## src/common/mem_mon_pkg.sv

```systemverilog
/*
 * Shared widths, types and constants of the memory performance monitor.
 * Imported by every RTL block and by the testbench.
 */
package mem_mon_pkg;

    // Observed bus fields
    typedef logic [31:0] addr_t;
    typedef logic [3:0]  req_id_t;

    // Cycle stamp and latency, wraps at 16 bits
    typedef logic [15:0] stamp_t;

    // Statistics
    typedef logic [31:0] count_t;
    typedef logic [31:0] bw_t;
    typedef logic [7:0]  pct_t;

    // Decoded address fields
    typedef logic [1:0]  chan_t;
    typedef logic [3:0]  bank_t;
    typedef logic [14:0] row_t;

    // One tracking slot per request tag
    localparam int NUM_IDS = 16;

    localparam int NUM_CHANNELS      = 4;
    localparam int BANKS_PER_CHANNEL = 16;

    // Low bit of each address field
    localparam int CHAN_LSB = 6;
    localparam int BANK_LSB = 8;
    localparam int ROW_LSB  = 12;

    // Data bytes carried by one response
    localparam int BYTES_PER_RESP = 64;

    // Last bucket collects everything from HIST_BUCKETS-1 upward
    localparam int HIST_BUCKETS = 16;

    // Qualifying windows needed before a flag can rise
    localparam int ANOMALY_RUN_LEN = 10;

    // Bandwidth is reported per thousand cycles
    localparam int BW_SCALE = 1000;

endpackage

```

## src/hw/row_buffer/row_buffer_analyzer.sv

```systemverilog
/*
 * Row-buffer behaviour of the request stream, with one open row per bank.
 * Counts hits, misses and bank conflicts and derives the hit rate.
 */
`timescale 1ns/1ps

module row_buffer_analyzer (
    input  logic                 clk,
    input  logic                 rst_n,
    input  logic                 monitor_enable,
    input  logic                 clear_stats,
    input  logic                 req_fire,
    input  mem_mon_pkg::addr_t   req_addr,
    output mem_mon_pkg::count_t  row_hits,
    output mem_mon_pkg::count_t  row_misses,
    output mem_mon_pkg::count_t  bank_conflicts,
    output mem_mon_pkg::pct_t    hit_rate
);
    import mem_mon_pkg::*;

    localparam int NUM_BANKS = NUM_CHANNELS * BANKS_PER_CHANNEL;
    localparam int IDX_W     = $clog2(NUM_BANKS);

    chan_t                chan;
    bank_t                bank;
    row_t                 row;
    logic [IDX_W-1:0]     bank_idx;
    row_t                 open_row [NUM_BANKS];
    logic [NUM_BANKS-1:0] active;
    logic                 row_hit;
    logic                 access;
    logic [32:0]          accesses;
    logic [39:0]          hits_x100;

    // Address decode
    assign chan     = req_addr[CHAN_LSB +: $bits(chan_t)];
    assign bank     = req_addr[BANK_LSB +: $bits(bank_t)];
    assign row      = req_addr[ROW_LSB +: $bits(row_t)];
    assign bank_idx = {chan, bank};

    // Accepted request while monitoring
    assign access  = monitor_enable && req_fire;
    assign row_hit = active[bank_idx] && (open_row[bank_idx] == row);

    always_ff @(posedge clk) begin
        if (access) begin
            open_row[bank_idx] <= row;
        end
    end

    // Open rows stay put across clear_stats
    always_ff @(posedge clk or negedge rst_n) begin
        if (!rst_n) begin
            active <= '0;
        end else if (access) begin
            active[bank_idx] <= 1'b1;
        end
    end

    always_ff @(posedge clk or negedge rst_n) begin
        if (!rst_n) begin
            row_hits       <= '0;
            row_misses     <= '0;
            bank_conflicts <= '0;
        end else if (clear_stats) begin
            row_hits       <= '0;
            row_misses     <= '0;
            bank_conflicts <= '0;
        end else if (access) begin
            if (row_hit) begin
                row_hits <= row_hits + 1'b1;
            end else begin
                row_misses <= row_misses + 1'b1;
                // Different row already open in this bank
                if (active[bank_idx]) begin
                    bank_conflicts <= bank_conflicts + 1'b1;
                end
            end
        end
    end

    // Truncated percentage, zero before the first access
    always_comb begin
        accesses  = {1'b0, row_hits} + {1'b0, row_misses};
        hits_x100 = 40'(row_hits) * 40'd100;
        if (accesses == '0) begin
            hit_rate = '0;
        end else begin
            hit_rate = pct_t'(hits_x100 / 40'(accesses));
        end
    end

endmodule

```

## config.mk

```make
export PLATFORM = sky130hd
export DESIGN_NAME = row_buffer_analyzer
export DESIGN_NICKNAME = d
export VERILOG_FILES = /design/src/common/mem_mon_pkg.sv /design/src/hw/row_buffer/row_buffer_analyzer.sv
export SDC_FILE = /design/constraint.sdc
export NUM_CORES = 2
export LEC_CHECK = 0
export ABC_AREA = 0
export BUFFER_PORTS_ARGS = -buffer_cell sky130_fd_sc_hd__buf_2
export CAP_MARGIN = 15
export CELL_PAD_IN_SITES_DETAIL_PLACEMENT = 1
export CELL_PAD_IN_SITES_GLOBAL_PLACEMENT = 2
export CORE_MARGIN = 8
export CORE_UTILIZATION = 30
export CTS_CLUSTER_DIAMETER = 120
export DETAILED_ROUTE_END_ITERATION = 8
export MAX_ROUTING_LAYER = met4
export PLACE_DENSITY = 0.73
export SLEW_MARGIN = 10
export SYNTH_ARGS = -nofsm -noshare
export SYNTH_HDL_FRONTEND = slang
export SYNTH_SLANG_ARGS = --single-unit
```

## constraint.sdc

```tcl
create_clock -name clk -period 194.1 [get_ports clk]
set_input_delay 9.705 -clock clk [delete_from_list [all_inputs] [get_ports clk]]
set_output_delay 9.705 -clock clk [all_outputs]
set_load 0.02 [all_outputs]
```

==> impl_summary.txt <==
----------------------------------------------------
[Run status]
  Outcome ... finished, final reports clean

[Yosys]
  Cell count after synthesis ... ~12000
  Average cell area after synthesis ... between 9 and 10 sq um
  Nets in the synthesized netlist ... around 13000
  Post-synthesis cell type count ... roughly 170
  Prevailing post-synth register cell ... sky130_fd_sc_hd__edfxtp_1
  Portion of the post-synthesis area used by sequential elements ... 0.309
  Post-synthesis instance area ... ~0.11 sq mm
  Share of flip-flops with an asynchronous set or reset after synthesis ... 0.143
  Number of synthesized flops with an enable pin ... 960
  Synthesis Warnings ... 0
  Register bit total from synthesis ... 1120

[Die]
  Core ar. ... around 0.35 sq mm
  Num ports ... between 100 and 150
  DIE HEIGHT ... about 610 microns
  Number of core rows ... approximately 220
  Initial core utilization ... 0.301
  Die outline area ... around 0.37 sq mm
  Die span in x ... 611 microns

[Critical path]
  Setup crit start kind ... flip-flop
  Maximum fanout along the worst path ... 68
  Cell type with the highest occurrence count on the critical path ... sky130_fd_sc_hd__a21o_1
  Signal arrival time at the worst endpoint ... approximately 170 ns
  WP data required ... 184.40 ns
  Slowest stage delay, CP ... around 0.75 ns
  Crit. End Element ... primary output
  CP max-delay cell ... sky130_fd_sc_hd__nand4_1
  Critical path class ... reg -> out

[Finish]
  Net count, final ... roughly 13000
  Fraction of final layout cells sized beyond drive strength 1 ... 0.0997
  FILL cells ... between 40000 and 50000
  Area taken by flip-flops and latches ... between 0.03 and 0.04 sq mm
  Final cell utilization of the core ... 0.332
  Multi-input gate area ... between 0.07 and 0.08 sq mm
  Area growth from synthesis to final layout ... 10.1%

[GRT]
  Global-route wire length before repair ... roughly 630 mm
  Largest net degree at the start of global routing ... roughly 100
  Antenna violations before repair ... 27
  Number of global-route vias before repair ... around 94000
  Overall overflow remaining after global route ... 0
  Total global routing track utilization ... 0.227

[Clock tree]
  Number of buffers added to fix hold violations after cts ... 0
  Maximum buffer depth of the clock tree ... 3
  Clock tree root buffer cell ... sky130_fd_sc_hd__clkbuf_16
  Sinks on Clock Net ... ~1100
  Source-to-sink clock delay at the later pin of the worst-skew pair ... 0.76 ns
  Total clock buffers created by CTS ... roughly 100
  CTS clk-pin slew, worst paths ... approximately 0.080 ns
  Clock tree from TritonCTS ... built
  H-tree Lvls ... 3

[Routing]
  DRT Pass-1 Iters ... 6
  Routed Antenna Nets ... 0
  Avg Vias per Cell ... between 5 and 6
  Final routed wire length divided by cell count ... 25.8 microns
  Number of DRC violations after detailed routing ... 0
  Iteration-0 DRC Markers ... between 7000 and 8000
  Wirelength, routed ... 431 mm
  Via count ... around 95000

[Timing]
  Sum of negative setup slack ... 0 ns
  Total setup violations reported at the end of the flow ... 0
  Relative slew margins ... 0.215
  Peak Freq ... ~5.5 MHz
  Setup slack after layout ... ~13 ns
  Final Max Slew Viols ... 0
  Clock skew after layout ... 0.0786 ns
  Min cycle time layout ... roughly 180 ns
  Final hold viol count ... 0
  Fin crit share ... 0.931
  Transition time at the pin with the least slew margin ... ~1.2 ns

[Placed design]
  DP Wirelength ... between 300 and 400 mm
  Post-placement worst setup slack ... ~9.7 ns
  Final GP Congestion ... roughly 0.94
  Port-buffer cells ... about 130

[Run]
  Total of max-cap violations ... 0

[Hold path]
  Type of the worst min-delay path ... reg -> reg

----------------------------------------------------
-- critical path, delay by kind of cell (launching register included) --
family                   cells  cell delay [ns]
AO/OA/AOI/OAI              716           135.13
XOR/XNOR                    11             2.25
adder cells (fa/ha/maj)     51            17.78
buffers and inverters       63            13.95
flip-flops                   1             0.36
multiplexers                 4             1.62
AND/OR/NAND/NOR            262            46.02
-- metrics by stage --
stage,area [sq um],instances,hold WS (ns)
2_1_floorplan,106000,11800,0.433
6_report,117000,16700,0.464
3_5_place_dp,113000,16500,0.450
3_3_place_gp,113000,16500,0.445
5_1_grt,117000,16700,0.479
4_1_cts,117000,16700,0.466
-- worst paths after layout --
kind / from / endpoint / slack (ns) / depth (start not counted)
hold / removal: active[47]$_DFFE_PN0P_ / active[47]$_DFFE_PN0P_ / 0.46 / 1
setup reg to reg: open_row[56][6]$_DFFE_PP_ / row_hits[30]$_DFFE_PN0P_ / 186.82 / 26
setup / recovery: row_misses[0]$_DFFE_PN0P_ / hit_rate[0] / 13.49 / 1107
max in group asynchronous: rst_n / row_hits[9]$_DFFE_PN0P_ / 183.69 / 2
min in group asynchronous: rst_n / active[27]$_DFFE_PN0P_ / 8.96 / 1
hold reg to reg: active[47]$_DFFE_PN0P_ / active[47]$_DFFE_PN0P_ / 0.46 / 1
-- sequential cells by signal, summed over array words and instances, names as in the netlist --
| signal | cells |
|---|---|
| open_row | 960 |
| active | 64 |
| bank_conflicts | 32 |
| row_hits | 32 |
| row_misses | 32 |
-- cells in the final DEF, fill, tap and decap left out, types with 282 or more instances in the layout --
cell type                     n
sky130_fd_sc_hd__a21oi_1   1430
sky130_fd_sc_hd__nor2_1    1301
sky130_fd_sc_hd__edfxtp_1   960
sky130_fd_sc_hd__ha_1       926
sky130_fd_sc_hd__xnor2_1    737
sky130_fd_sc_hd__nand2_1    501
sky130_fd_sc_hd__a21o_1     500
sky130_fd_sc_hd__o21ai_0    423
sky130_fd_sc_hd__inv_1      399
sky130_fd_sc_hd__xor2_1     282
-- cell usage after synthesis, types with 162 or more instances --
library cell,number,area share
sky130_fd_sc_hd__a21o_1,500,0.035
sky130_fd_sc_hd__a21oi_1,1437,0.068
sky130_fd_sc_hd__clkbuf_1,246,0.0087
sky130_fd_sc_hd__edfxtp_1,960,0.27
sky130_fd_sc_hd__ha_1,927,0.11
sky130_fd_sc_hd__inv_1,405,0.014
sky130_fd_sc_hd__mux2_2,182,0.019
sky130_fd_sc_hd__mux2i_1,179,0.017
sky130_fd_sc_hd__nand2_1,506,0.018
sky130_fd_sc_hd__nand2b_1,162,0.0095
sky130_fd_sc_hd__nand3_1,193,0.0091
sky130_fd_sc_hd__nand4_1,237,0.014
sky130_fd_sc_hd__nor2_1,1315,0.046
sky130_fd_sc_hd__nor3_1,232,0.011
sky130_fd_sc_hd__o21a_1,260,0.018
sky130_fd_sc_hd__o21ai_0,428,0.020
sky130_fd_sc_hd__o21bai_1,268,0.019
sky130_fd_sc_hd__xnor2_1,748,0.062
sky130_fd_sc_hd__xor2_1,289,0.024
-- cell type report --
| type | count | share of cell area |
|---|---|---|
| Multi-Input combinational cell | 9798 | 0.600 |
| Sequential cell | 1120 | 0.281 |
| Tap cell | 4730 | 0.0506 |
| Timing Repair Buffer | 416 | 0.0250 |
| Clock buffer | 128 | 0.0235 |
| Inverter | 412 | 0.0133 |
| Clock inverter | 69 | 0.00706 |
| Antenna cell | 17 | 0.000364 |
-- repair_timing --
action,4_1_cts,5_1_grt
setup endpoints to repair,0,2
resized for setup,0,41
buffers inserted,0,3
hold endpoints to repair,0,0
-- cell families after synthesis --
| kind of cell | after synthesis | share of synthesized area |
|---|---|---|
| compound gates | 3843 | 0.237 |
| simple gates | 3508 | 0.165 |
| flops | 1120 | 0.309 |
| xor+xnor | 1048 | 0.0876 |
| fa+ha+maj | 963 | 0.115 |
| buf+inv | 858 | 0.0357 |
| mux | 436 | 0.0507 |
-- metal layers --
layer,track usage,vias to the layer above,share of wire
met2,0.366,2567,0.46
met5,-,-,0
li1,-,44500,-
met1,0.296,47400,0.44
met4,0.0844,0,0.045
met3,0.0221,550,0.052
Power is not shown: default switching activity piles up to over one toggle a cycle in this logic, so the estimate is an artifact.
