==> config.mk <==
export PLATFORM = sky130hd
export DESIGN_NAME = latency_tracker
export DESIGN_NICKNAME = d
export VERILOG_FILES = /design/src/common/mem_mon_pkg.sv /design/src/hw/latency_tracker/latency_tracker.sv
export SDC_FILE = /design/constraint.sdc
export NUM_CORES = 1
export LEC_CHECK = 0
export BUFFER_PORTS_ARGS = -buffer_cell sky130_fd_sc_hd__buf_4
export CAP_MARGIN = 15
export CORE_MARGIN = 2
export CORE_UTILIZATION = 50
export CTS_CLUSTER_DIAMETER = 150
export CTS_CLUSTER_SIZE = 12
export DETAILED_ROUTE_END_ITERATION = 8
export PLACE_DENSITY = 0.75
export RECOVER_POWER = 25
export SLEW_MARGIN = 30
export SYNTH_ARGS = -nofsm -noshare
export SYNTH_HDL_FRONTEND = slang
export SYNTH_SLANG_ARGS = --single-unit
==> constraint.sdc <==
create_clock -name clk -period 6.33 [get_ports clk]
set_input_delay 0.633 -clock clk [delete_from_list [all_inputs] [get_ports clk]]
set_output_delay 0.633 -clock clk [all_outputs]
set_load 0.005 [all_outputs]
==> src/common/mem_mon_pkg.sv <==
/*
 * Shared widths, types and constants of the memory performance monitor.
 * Imported by every RTL block and by the testbench.
 */
package mem_mon_pkg;

    // Observed bus fields
    typedef logic [31:0] addr_t;
    typedef logic [3:0]  req_id_t;

    // Cycle stamp and latency, wraps at 16 bits
    typedef logic [15:0] stamp_t;

    // Statistics
    typedef logic [31:0] count_t;
    typedef logic [31:0] bw_t;
    typedef logic [7:0]  pct_t;

    // Decoded address fields
    typedef logic [1:0]  chan_t;
    typedef logic [3:0]  bank_t;
    typedef logic [14:0] row_t;

    // One tracking slot per request tag
    localparam int NUM_IDS = 16;

    localparam int NUM_CHANNELS      = 4;
    localparam int BANKS_PER_CHANNEL = 16;

    // Low bit of each address field
    localparam int CHAN_LSB = 6;
    localparam int BANK_LSB = 8;
    localparam int ROW_LSB  = 12;

    // Data bytes carried by one response
    localparam int BYTES_PER_RESP = 64;

    // Last bucket collects everything from HIST_BUCKETS-1 upward
    localparam int HIST_BUCKETS = 16;

    // Qualifying windows needed before a flag can rise
    localparam int ANOMALY_RUN_LEN = 10;

    // Bandwidth is reported per thousand cycles
    localparam int BW_SCALE = 1000;

endpackage

==> src/hw/latency_tracker/latency_tracker.sv <==
/*
 * Request-to-response latency tracking by request ID.
 * Gives a per-response latency pulse plus min, max, histogram and totals.
 */
`timescale 1ns/1ps

module latency_tracker (
    input  logic                  clk,
    input  logic                  rst_n,
    input  logic                  monitor_enable,
    input  logic                  clear_stats,
    input  logic                  req_fire,
    input  mem_mon_pkg::req_id_t  req_id,
    input  logic                  resp_valid,
    input  logic                  resp_ready,
    input  mem_mon_pkg::req_id_t  resp_id,
    input  mem_mon_pkg::stamp_t   cycle_stamp,
    output logic                  lat_valid,
    output mem_mon_pkg::stamp_t   lat_value,
    output mem_mon_pkg::count_t   total_requests,
    output mem_mon_pkg::count_t   total_responses,
    output mem_mon_pkg::count_t   outstanding,
    output mem_mon_pkg::stamp_t   min_latency,
    output mem_mon_pkg::stamp_t   max_latency,
    output mem_mon_pkg::count_t   latency_histogram [mem_mon_pkg::HIST_BUCKETS]
);
    import mem_mon_pkg::*;

    localparam int BKT_W = $clog2(HIST_BUCKETS);

    stamp_t             stamp_tbl [NUM_IDS];
    logic [NUM_IDS-1:0] busy;
    logic               resp_fire;
    stamp_t             latency;
    logic [BKT_W-1:0]   bucket;

    // Responses to an idle tag are ignored
    assign resp_fire = monitor_enable && resp_valid && resp_ready && busy[resp_id];

    // Stamp difference stays correct across counter wrap
    assign latency = cycle_stamp - stamp_tbl[resp_id];

    assign bucket = (latency < stamp_t'(HIST_BUCKETS - 1)) ? latency[BKT_W-1:0]
                                                          : BKT_W'(HIST_BUCKETS - 1);

    always_ff @(posedge clk) begin
        if (req_fire) begin
            stamp_tbl[req_id] <= cycle_stamp;
        end
    end

    // A tag freed and reissued in the same cycle ends up busy
    always_ff @(posedge clk or negedge rst_n) begin
        if (!rst_n) begin
            busy <= '0;
        end else begin
            if (resp_fire) begin
                busy[resp_id] <= 1'b0;
            end
            if (req_fire) begin
                busy[req_id] <= 1'b1;
            end
        end
    end

    always_ff @(posedge clk or negedge rst_n) begin
        if (!rst_n) begin
            lat_valid <= 1'b0;
        end else begin
            lat_valid <= resp_fire;
        end
    end

    always_ff @(posedge clk) begin
        if (resp_fire) begin
            lat_value <= latency;
        end
    end

    // Table occupancy follows traffic and survives clear_stats
    always_ff @(posedge clk or negedge rst_n) begin
        if (!rst_n) begin
            outstanding <= '0;
        end else begin
            outstanding <= outstanding + count_t'(req_fire) - count_t'(resp_fire);
        end
    end

    always_ff @(posedge clk or negedge rst_n) begin
        if (!rst_n) begin
            total_requests  <= '0;
            total_responses <= '0;
            min_latency     <= '1;
            max_latency     <= '0;
        end else if (clear_stats) begin
            total_requests  <= '0;
            total_responses <= '0;
            min_latency     <= '1;
            max_latency     <= '0;
        end else begin
            if (req_fire) begin
                total_requests <= total_requests + 1'b1;
            end
            if (resp_fire) begin
                total_responses <= total_responses + 1'b1;
                if (latency < min_latency) begin
                    min_latency <= latency;
                end
                if (latency > max_latency) begin
                    max_latency <= latency;
                end
            end
        end
    end

    always_ff @(posedge clk or negedge rst_n) begin
        if (!rst_n) begin
            for (int i = 0; i < HIST_BUCKETS; i++) begin
                latency_histogram[i] <= '0;
            end
        end else if (clear_stats) begin
            for (int i = 0; i < HIST_BUCKETS; i++) begin
                latency_histogram[i] <= '0;
            end
        end else if (resp_fire) begin
            latency_histogram[bucket] <= latency_histogram[bucket] + 1'b1;
        end
    end

    // A tag may only be reused once its response has been seen
    a_id_not_reused: assert property (@(posedge clk) disable iff (!rst_n)
        req_fire |-> !busy[req_id] || (resp_fire && resp_id == req_id));

endmodule

==> impl_metrics.json, run 1 <==
{
  "run_status": "complete, but fails checks",
  "violations": "capacitance limit, slew limit",
  "syn-instance-count": 3760,
  "cts_buffers": 87,
  "finalNetCount": 4783,
  "synth_area_per_cell_um2": 11.31,
  "areaGrowthSynthToFinish_pct": 29.08,
  "vias": 36680,
  "grt-ovfl-total": 0,
  "hp-class": "input port to flop",
  "synth_top_area_share_pct": 37.71,
  "slew_headroom_pct": -244.9,
  "drv_cap": 3,
  "setup_violations": 0,
  "required_ns": 6.84,
  "clock_path_buffers": 3,
  "synth_area_leaders": "dfrtp_1 (38%), edfxtp_1 (19%), mux4_2 (7.9%)",
  "synth_top_area_cell": "dfrtp_1",
  "core_area_mm2": 0.08395,
  "antenna_found_initial": 7,
  "seqPwrFrac_pct": 42.5,
  "synth_cell_type_count": 93,
  "fin_skew_ns": 0.04320,
  "clock-sinks": 929,
  "clk_latency_ns": 0.67,
  "hold_viol_final": 0,
  "p_sw_w": 0.004786,
  "io_pins": 688,
  "period_minus_slack_ns": 6.115,
  "synthTopCellsByCount": "nand2_1 (651), dfrtp_1 (641), o21ai_0 (507), edfxtp_1 (272), nor2_1 (200)",
  "synth_area_mm2": 0.04254,
  "tns_ns": 0,
  "switching_share_pct": 31.03,
  "worst_slew_pin_slew_ns": 5.174,
  "place_inst": 5716,
  "ys.flop_type": "dfrtp_1",
  "grt_util_all_layers_pct": 38.07,
  "synth_nets": 3870,
  "ant_nets": 0,
  "post-cts-setup-buffers": 0,
  "drtIter0Drc": 4793,
  "cts-root-buf": "clkbuf_16",
  "worst_ep_arrival_time_ns": 6.63,
  "synth_edf_count": 272,
  "ys_seq_area_share_pct": 57.90,
  "setup.worst_path.end_class": "flop",
  "whs_ns": 0.3940,
  "cellPowerDensity_mw_per_mm2": 281.0,
  "filler_cell_count": 6347,
  "die_w_um": 295.7,
  "yosysMostFrequentCell": "nand2_1",
  "htree_levels": 3,
  "routed_wl_um": 168400,
  "grt_pass1_wl_um": 243000,
  "ys_async_sr_fraction_pct": 70.72,
  "routedWlPerCell_um": 28.78,
  "grt_max_degree": 106,
  "start_util_pct": 50.67,
  "viasPerCell": 6.271,
  "intPower_w": 0.01064,
  "combPwrFrac_pct": 25.9,
  "tritoncts": "done",
  "final_cell_count_no_fill": 5850,
  "path_clk_slew_ns": 0.06,
  "drc": 0,
  "clkPwrFrac_pct": 31.6,
  "ys_ff_latch": 929,
  "rows": 106,
  "layout-drive-gt1-share_pct": 30.67,
  "finalCritPeriodShare_pct": 96.61,
  "fmax_ghz": 0.1635,
  "path_max_fanout": 10,
  "die_h_um": 295.7,
  "portBuffers": 687,
  "dp_hpwl_um": 120200,
  "critPathKind": "flop to flop",
  "slew_viol_final": 227,
  "ir_drop_mv": 0.2050,
  "dieArea_mm2": 0.08743,
  "yosysWarningCount": 0,
  "grt_pass1_vias": 35890,
  "leakagePower_nw": 23.86,
  "place_congestion": 0.9914,
  "cp-start-kind": "flop",
  "dr.pass1.iters": 7
}
[cells by family (layout without fill, tap and decap cells)]
logic type                 Yosys count  after routing  share of synthesized area [%]
adders and majority gates           80             80                          2.382
AOI/OAI and AO/OA                  916            916                          12.24
and+or+nand+nor                   1127           1127                          11.66
xor gates and xnor gates           113            113                          2.380
muxes                              241            241                          10.14
buffers and inverters              354           1309                          3.288
other                                0              1                              0
DFF                                929            929                          57.90
[flip-flops by register name (all words and copies together), names as in the netlist, 16 cells and up]
signal,cells
latency_histogram,512
stamp_tbl,256
outstanding,32
total_requests,32
total_responses,32
busy,16
lat_value,16
max_latency,16
min_latency,16
[layer usage]
metal	track usage, %	vias up	wire length, um
li1	-	15280	-
met1	49.42	18110	61010
met2	56.82	2676	74390
met3	12.46	607	21840
met4	20.86	6	11090
met5	0	-	36
[final timing paths]
| check | startpoint | slack (ns) | depth (start not counted) | endpoint |
|---|---|---|---|---|
| worst max-delay path | stamp_tbl[6][4] | 0.21 | 23 | latency_histogram[447] |
| worst min-delay path | req_id[3] | 0.39 | 2 | stamp_tbl[0][0] |
| worst max register to register | stamp_tbl[6][4] | 0.21 | 23 | latency_histogram[447] |
| worst min register to register | latency_histogram[239] | 0.51 | 2 | latency_histogram[239] |
| max in group asynchronous | rst_n | 1.06 | 3 | latency_histogram[101] |
| min in group asynchronous | rst_n | 1.97 | 1 | latency_histogram[313] |
[area by class of cell]
| class | count | area [um2] | area share (%) |
|---|---|---|---|
| well taps | 1134 | 1419 | 2.584 |
| flip-flops and latches | 929 | 24630 | 44.85 |
| inverters | 115 | 431.7 | 0.7861 |
| multi-input cells | 2477 | 17180 | 31.29 |
| diodes | 1 | 2.502 | 0.004557 |
| clock buffers | 124 | 2316 | 4.218 |
| repair buffers | 1063 | 8782 | 15.99 |
| clock inverters | 7 | 147.6 | 0.2689 |
[power groups by stage]
stage / clock (W) / sequential [W] / combinational, W
after floorplan: 0 / 0.00665 / 0.00230
after global placement: 0 / 0.00667 / 0.00382
after detailed placement: 0 / 0.00667 / 0.00392
after CTS: 0.00489 / 0.00656 / 0.00394
after global routing: 0.00512 / 0.00658 / 0.00432
final: 0.00487 / 0.00656 / 0.00399
[through the flow]
stage,setup WS [ns],power (W),cell area (um2),utilization (%)
after floorplan,-0.4769,0.008949,43020,-
after global placement,-0.2470,0.01048,52170,62.14
after detailed placement,-0.3970,0.01059,52420,62.44
after CTS,0.2506,0.01539,54890,65.38
after global routing,-0.009316,0.01603,54910,65.40
final,0.2148,0.01543,54910,65.40
[placed cells by master (no fill, tap or decap), types with 13 or more instances in the layout]
cell type,count
a211o_1,16
or3_1,23
o21a_1,14
clkbuf_1,56
o21ai_0,423
o211ai_1,15
nor2b_1,16
xor2_1,53
a21oi_1,105
mux4_2,149
dfstp_2,16
nor2_1,183
and3_1,15
a21o_1,15
ha_1,74
xnor2_1,43
o21ai_1,182
dfrtp_1,641
edfxtp_1,272
inv_1,108
mux2_2,31
nor3_1,42
nand3_1,49
nand4_1,28
a21oi_4,13
nand2b_1,32
clkbuf_16,88
nand2_1,650
buf_4,965
mux2i_1,61
buf_12,57
[worst max-delay path: stages, from the launching register on]
cell       delay (ns)
edfxtp_1         0.43
mux4_2           0.52
mux4_2           0.49
inv_1            0.07
ha_1             0.26
a21o_4           0.27
a221oi_4         0.33
o311ai_4         0.16
a311o_1          0.37
nor3_2           0.13
nand4bb_1        0.11
buf_4            0.17
nor4_4           0.19
buf_12           0.17
buf_12           0.13
a41oi_1          0.17
o21ai_1          0.25
nand4b_1         0.31
nand4b_4         0.32
or2_4            0.31
nor4_4           0.32
xor2_2           0.19
buf_4            0.20
o21ai_1          0.09
[what timing repair did]
item | CTS | global route
hold buffers | 0 | 0
setup endpoints to repair | 0 | 250
resized for setup | 0 | 13
hold endpoints to repair | 0 | 0
No activity file was read; power rests on OpenSTA's default activity.
==> inputs of run 2 (changes only) <==
- CORE_MARGIN: 2 -> default
==> run 2 against run 1 <==
The flow still finishes with violations (capacitance limit, slew limit). Clock power about the same. Routed wire length decreased by 0.54%. Sequential share of layout area increased by 0.14 points. Combinational power decreased by 2%. Worst setup slack got worse by 0.078 ns. Clock skew increased by 0.022 ns. Worst hold slack improved by 0.090 ns. Register-to-register slack got worse by 0.08 ns. Clock-buffer cell count decreased by 5. Sequential cell count unchanged. Largest power group unchanged. Highest routed layer unchanged.
==> impl_metrics.json, run 2 (same netlist as run 1, synthesis figures left out) <==
{
  "cts_buffers": 87,
  "hold_start": "req_id[1]",
  "die_w_um": 293.7,
  "grt_use_met3_pct": 9.743,
  "dp_hpwl_um": 118000,
  "htree_levels": 3,
  "r2r_cells": 23,
  "reg2reg_setup_slack_ns": 0.14,
  "grt-ovfl-total": 0,
  "fin_skew_ns": 0.06519,
  "finalCritPeriodShare_pct": 97.83,
  "portBuffers": 687,
  "reg.largest.list": "latency_histogram: 512 flops, stamp_tbl: 256 flops",
  "grt_pass1_wl_um": 243400,
  "period_minus_slack_ns": 6.193,
  "start_util_pct": 50.67,
  "hold_viol_final": 0,
  "grt-busiest-layer": "met2",
  "routedWlPerCell_um": 28.62,
  "most-common-layout-cells": "buf_4 (966), nand2_1 (650), dfrtp_1 (641)",
  "viasPerCell": 6.281,
  "cellPowerDensity_mw_per_mm2": 280.0,
  "required_ns": 6.86,
  "filler_cell_count": 6384,
  "whs_path_depth": 3,
  "tritoncts": "done",
  "final_common_cell": "buf_4",
  "grt_util_all_layers_pct": 38.47,
  "cts-root-buf": "clkbuf_16",
  "whs_ns": 0.4841,
  "ir_drop_mv": 0.2023,
  "finalNetCount": 4785,
  "core_area_mm2": 0.08395,
  "r2r_end": "latency_histogram[186]",
  "vias": 36750,
  "antenna_found_initial": 7,
  "multiInputGateArea_mm2": 0.01713,
  "fmax_ghz": 0.1615,
  "leakagePower_nw": 23.79,
  "rows": 106,
  "setup.worst_path.end_class": "flop",
  "run_status": "complete, but fails checks",
  "io_pins": 688,
  "slew_viol_final": 722,
  "critPathKind": "flop to flop",
  "ant_nets": 0,
  "dieArea_mm2": 0.08625,
  "use_met1_pct": 51.28,
  "violations": "capacitance limit, slew limit",
  "drc": 0,
  "die_h_um": 293.7,
  "grt_max_degree": 172,
  "path_max_fanout": 9,
  "largest_register_ffs": 512,
  "cp-start-kind": "flop",
  "slew_headroom_pct": -208.7,
  "routed_wl_um": 167500,
  "worst_ep_arrival_time_ns": 6.72,
  "grt_pass1_vias": 35690,
  "path_clk_slew_ns": 0.07,
  "clock_path_buffers": 3,
  "dr.pass1.iters": 8,
  "grt_use_met2_pct": 58.37,
  "drtIter0Drc": 4522,
  "place_inst": 5709,
  "worst_slew_pin_slew_ns": 4.631,
  "final_cell_count_no_fill": 5851,
  "worstReg2RegStart": "stamp_tbl[3][0]",
  "register_area_mm2": 0.02463,
  "place_congestion": 0.9891,
  "hp-class": "input port to flop",
  "areaGrowthSynthToFinish_pct": 28.68,
  "regMostFlops": "latency_histogram",
  "setup_violations": 0,
  "clock-sinks": 929,
  "clk_latency_ns": 0.68,
  "drv_cap": 16,
  "layout-drive-gt1-share_pct": 30.54,
  "hold_end": "busy[4]"
}
[run 2: cell types whose count changed in the layout (fill, tap and decap cells not counted), sizes merged]
cell / delta
buf: -4
clkinv: -1
diode: +4
dlygate4sd2: +1
dlygate4sd3: +1
dlymetal6s4s: -1
inv: +1
[run 2: layout make-up]
cell class	instances	area share, %
sequential	929	44.99
multi-input combinational	2477	31.29
timing repair buffer	1065	15.82
clock buffer	119	4.236
tap	1134	2.592
inverter	115	0.7886
clock inverter	7	0.2514
antenna	5	0.02286
[run 2: worst max path at each step]
| stage | cells after the start | endpoint | slack, ns | startpoint |
|---|---|---|---|---|
| 6_report | 23 | latency_histogram[186] | 0.14 | stamp_tbl[3][0] |
| 5_1_grt | 23 | latency_histogram[61] | -0.001 | stamp_tbl[15][1] |
| 4_1_cts | 24 | latency_histogram[186] | 0.04 | stamp_tbl[3][0] |
| 3_5_place_dp | 25 | latency_histogram[186] | -0.73 | resp_id[0] |
| 3_3_place_gp | 27 | latency_histogram[93] | -0.57 | resp_id[0] |
| 2_1_floorplan | 30 | latency_histogram[438] | -0.48 | resp_id[0] |
[run 2: per-layer routing]
metal / wire, um / vias up
li1: - / 15280
met5: 27 / -
met2: 75680 / 2705
met3: 19320 / 545
met1: 62140 / 18210
met4: 10300 / 4
[run 2: repair_timing]
item                                    in CTS  in global routing
pin swaps                                    1                 10
resized for setup                            1                 21
endpoints found under the setup margin      48                256
endpoints found under the hold margin        0                 33
hold buffers                                 0                  1
setup buffers                                1                  7
[run 2: worst max-delay path, cell delays in order (launching register included)]
cell and delay [ns]:
edfxtp_1 0.40, mux4_2 0.48, mux4_2 0.49, ha_4 0.18, fa_4 0.45, nor2b_4 0.18
o211a_4 0.23, o311ai_4 0.11, a311o_1 0.35, nor3_2 0.16, nand4bb_1 0.22, nor4_4 0.31
buf_4 0.22, buf_6 0.18, a41oi_1 0.18, o21ai_1 0.25, nand4b_1 0.23, buf_4 0.22
nor2_4 0.18, and3b_2 0.29, nand3_1 0.14, xnor2_2 0.30, buf_4 0.21, o21ai_0 0.13
[run 2: through the flow]
step                      utilization, %  setup TNS [ns]  power, W  area (um2)  setup WS (ns)
after global placement             62.14         -145.28   0.01044       52170        -0.5667
after detailed placement           62.27         -212.27   0.01051       52280        -0.7295
after CTS                          65.21               0   0.01530       54740        0.04420
after floorplan                        -          -61.14  0.008949       43020        -0.4769
after global routing               65.19       -0.001119   0.01589       54730      -0.001119
final                              65.20               0   0.01533       54740         0.1373
[run 2: report_power, final]
group / switching [W] / leakage (nW) / internal, W
clock: 0.00231 / 1.18 / 0.00255
combinational: 0.00226 / 11.2 / 0.00163
sequential: 0.000142 / 11.5 / 0.00642
total: 0.00472 / 23.8 / 0.0106
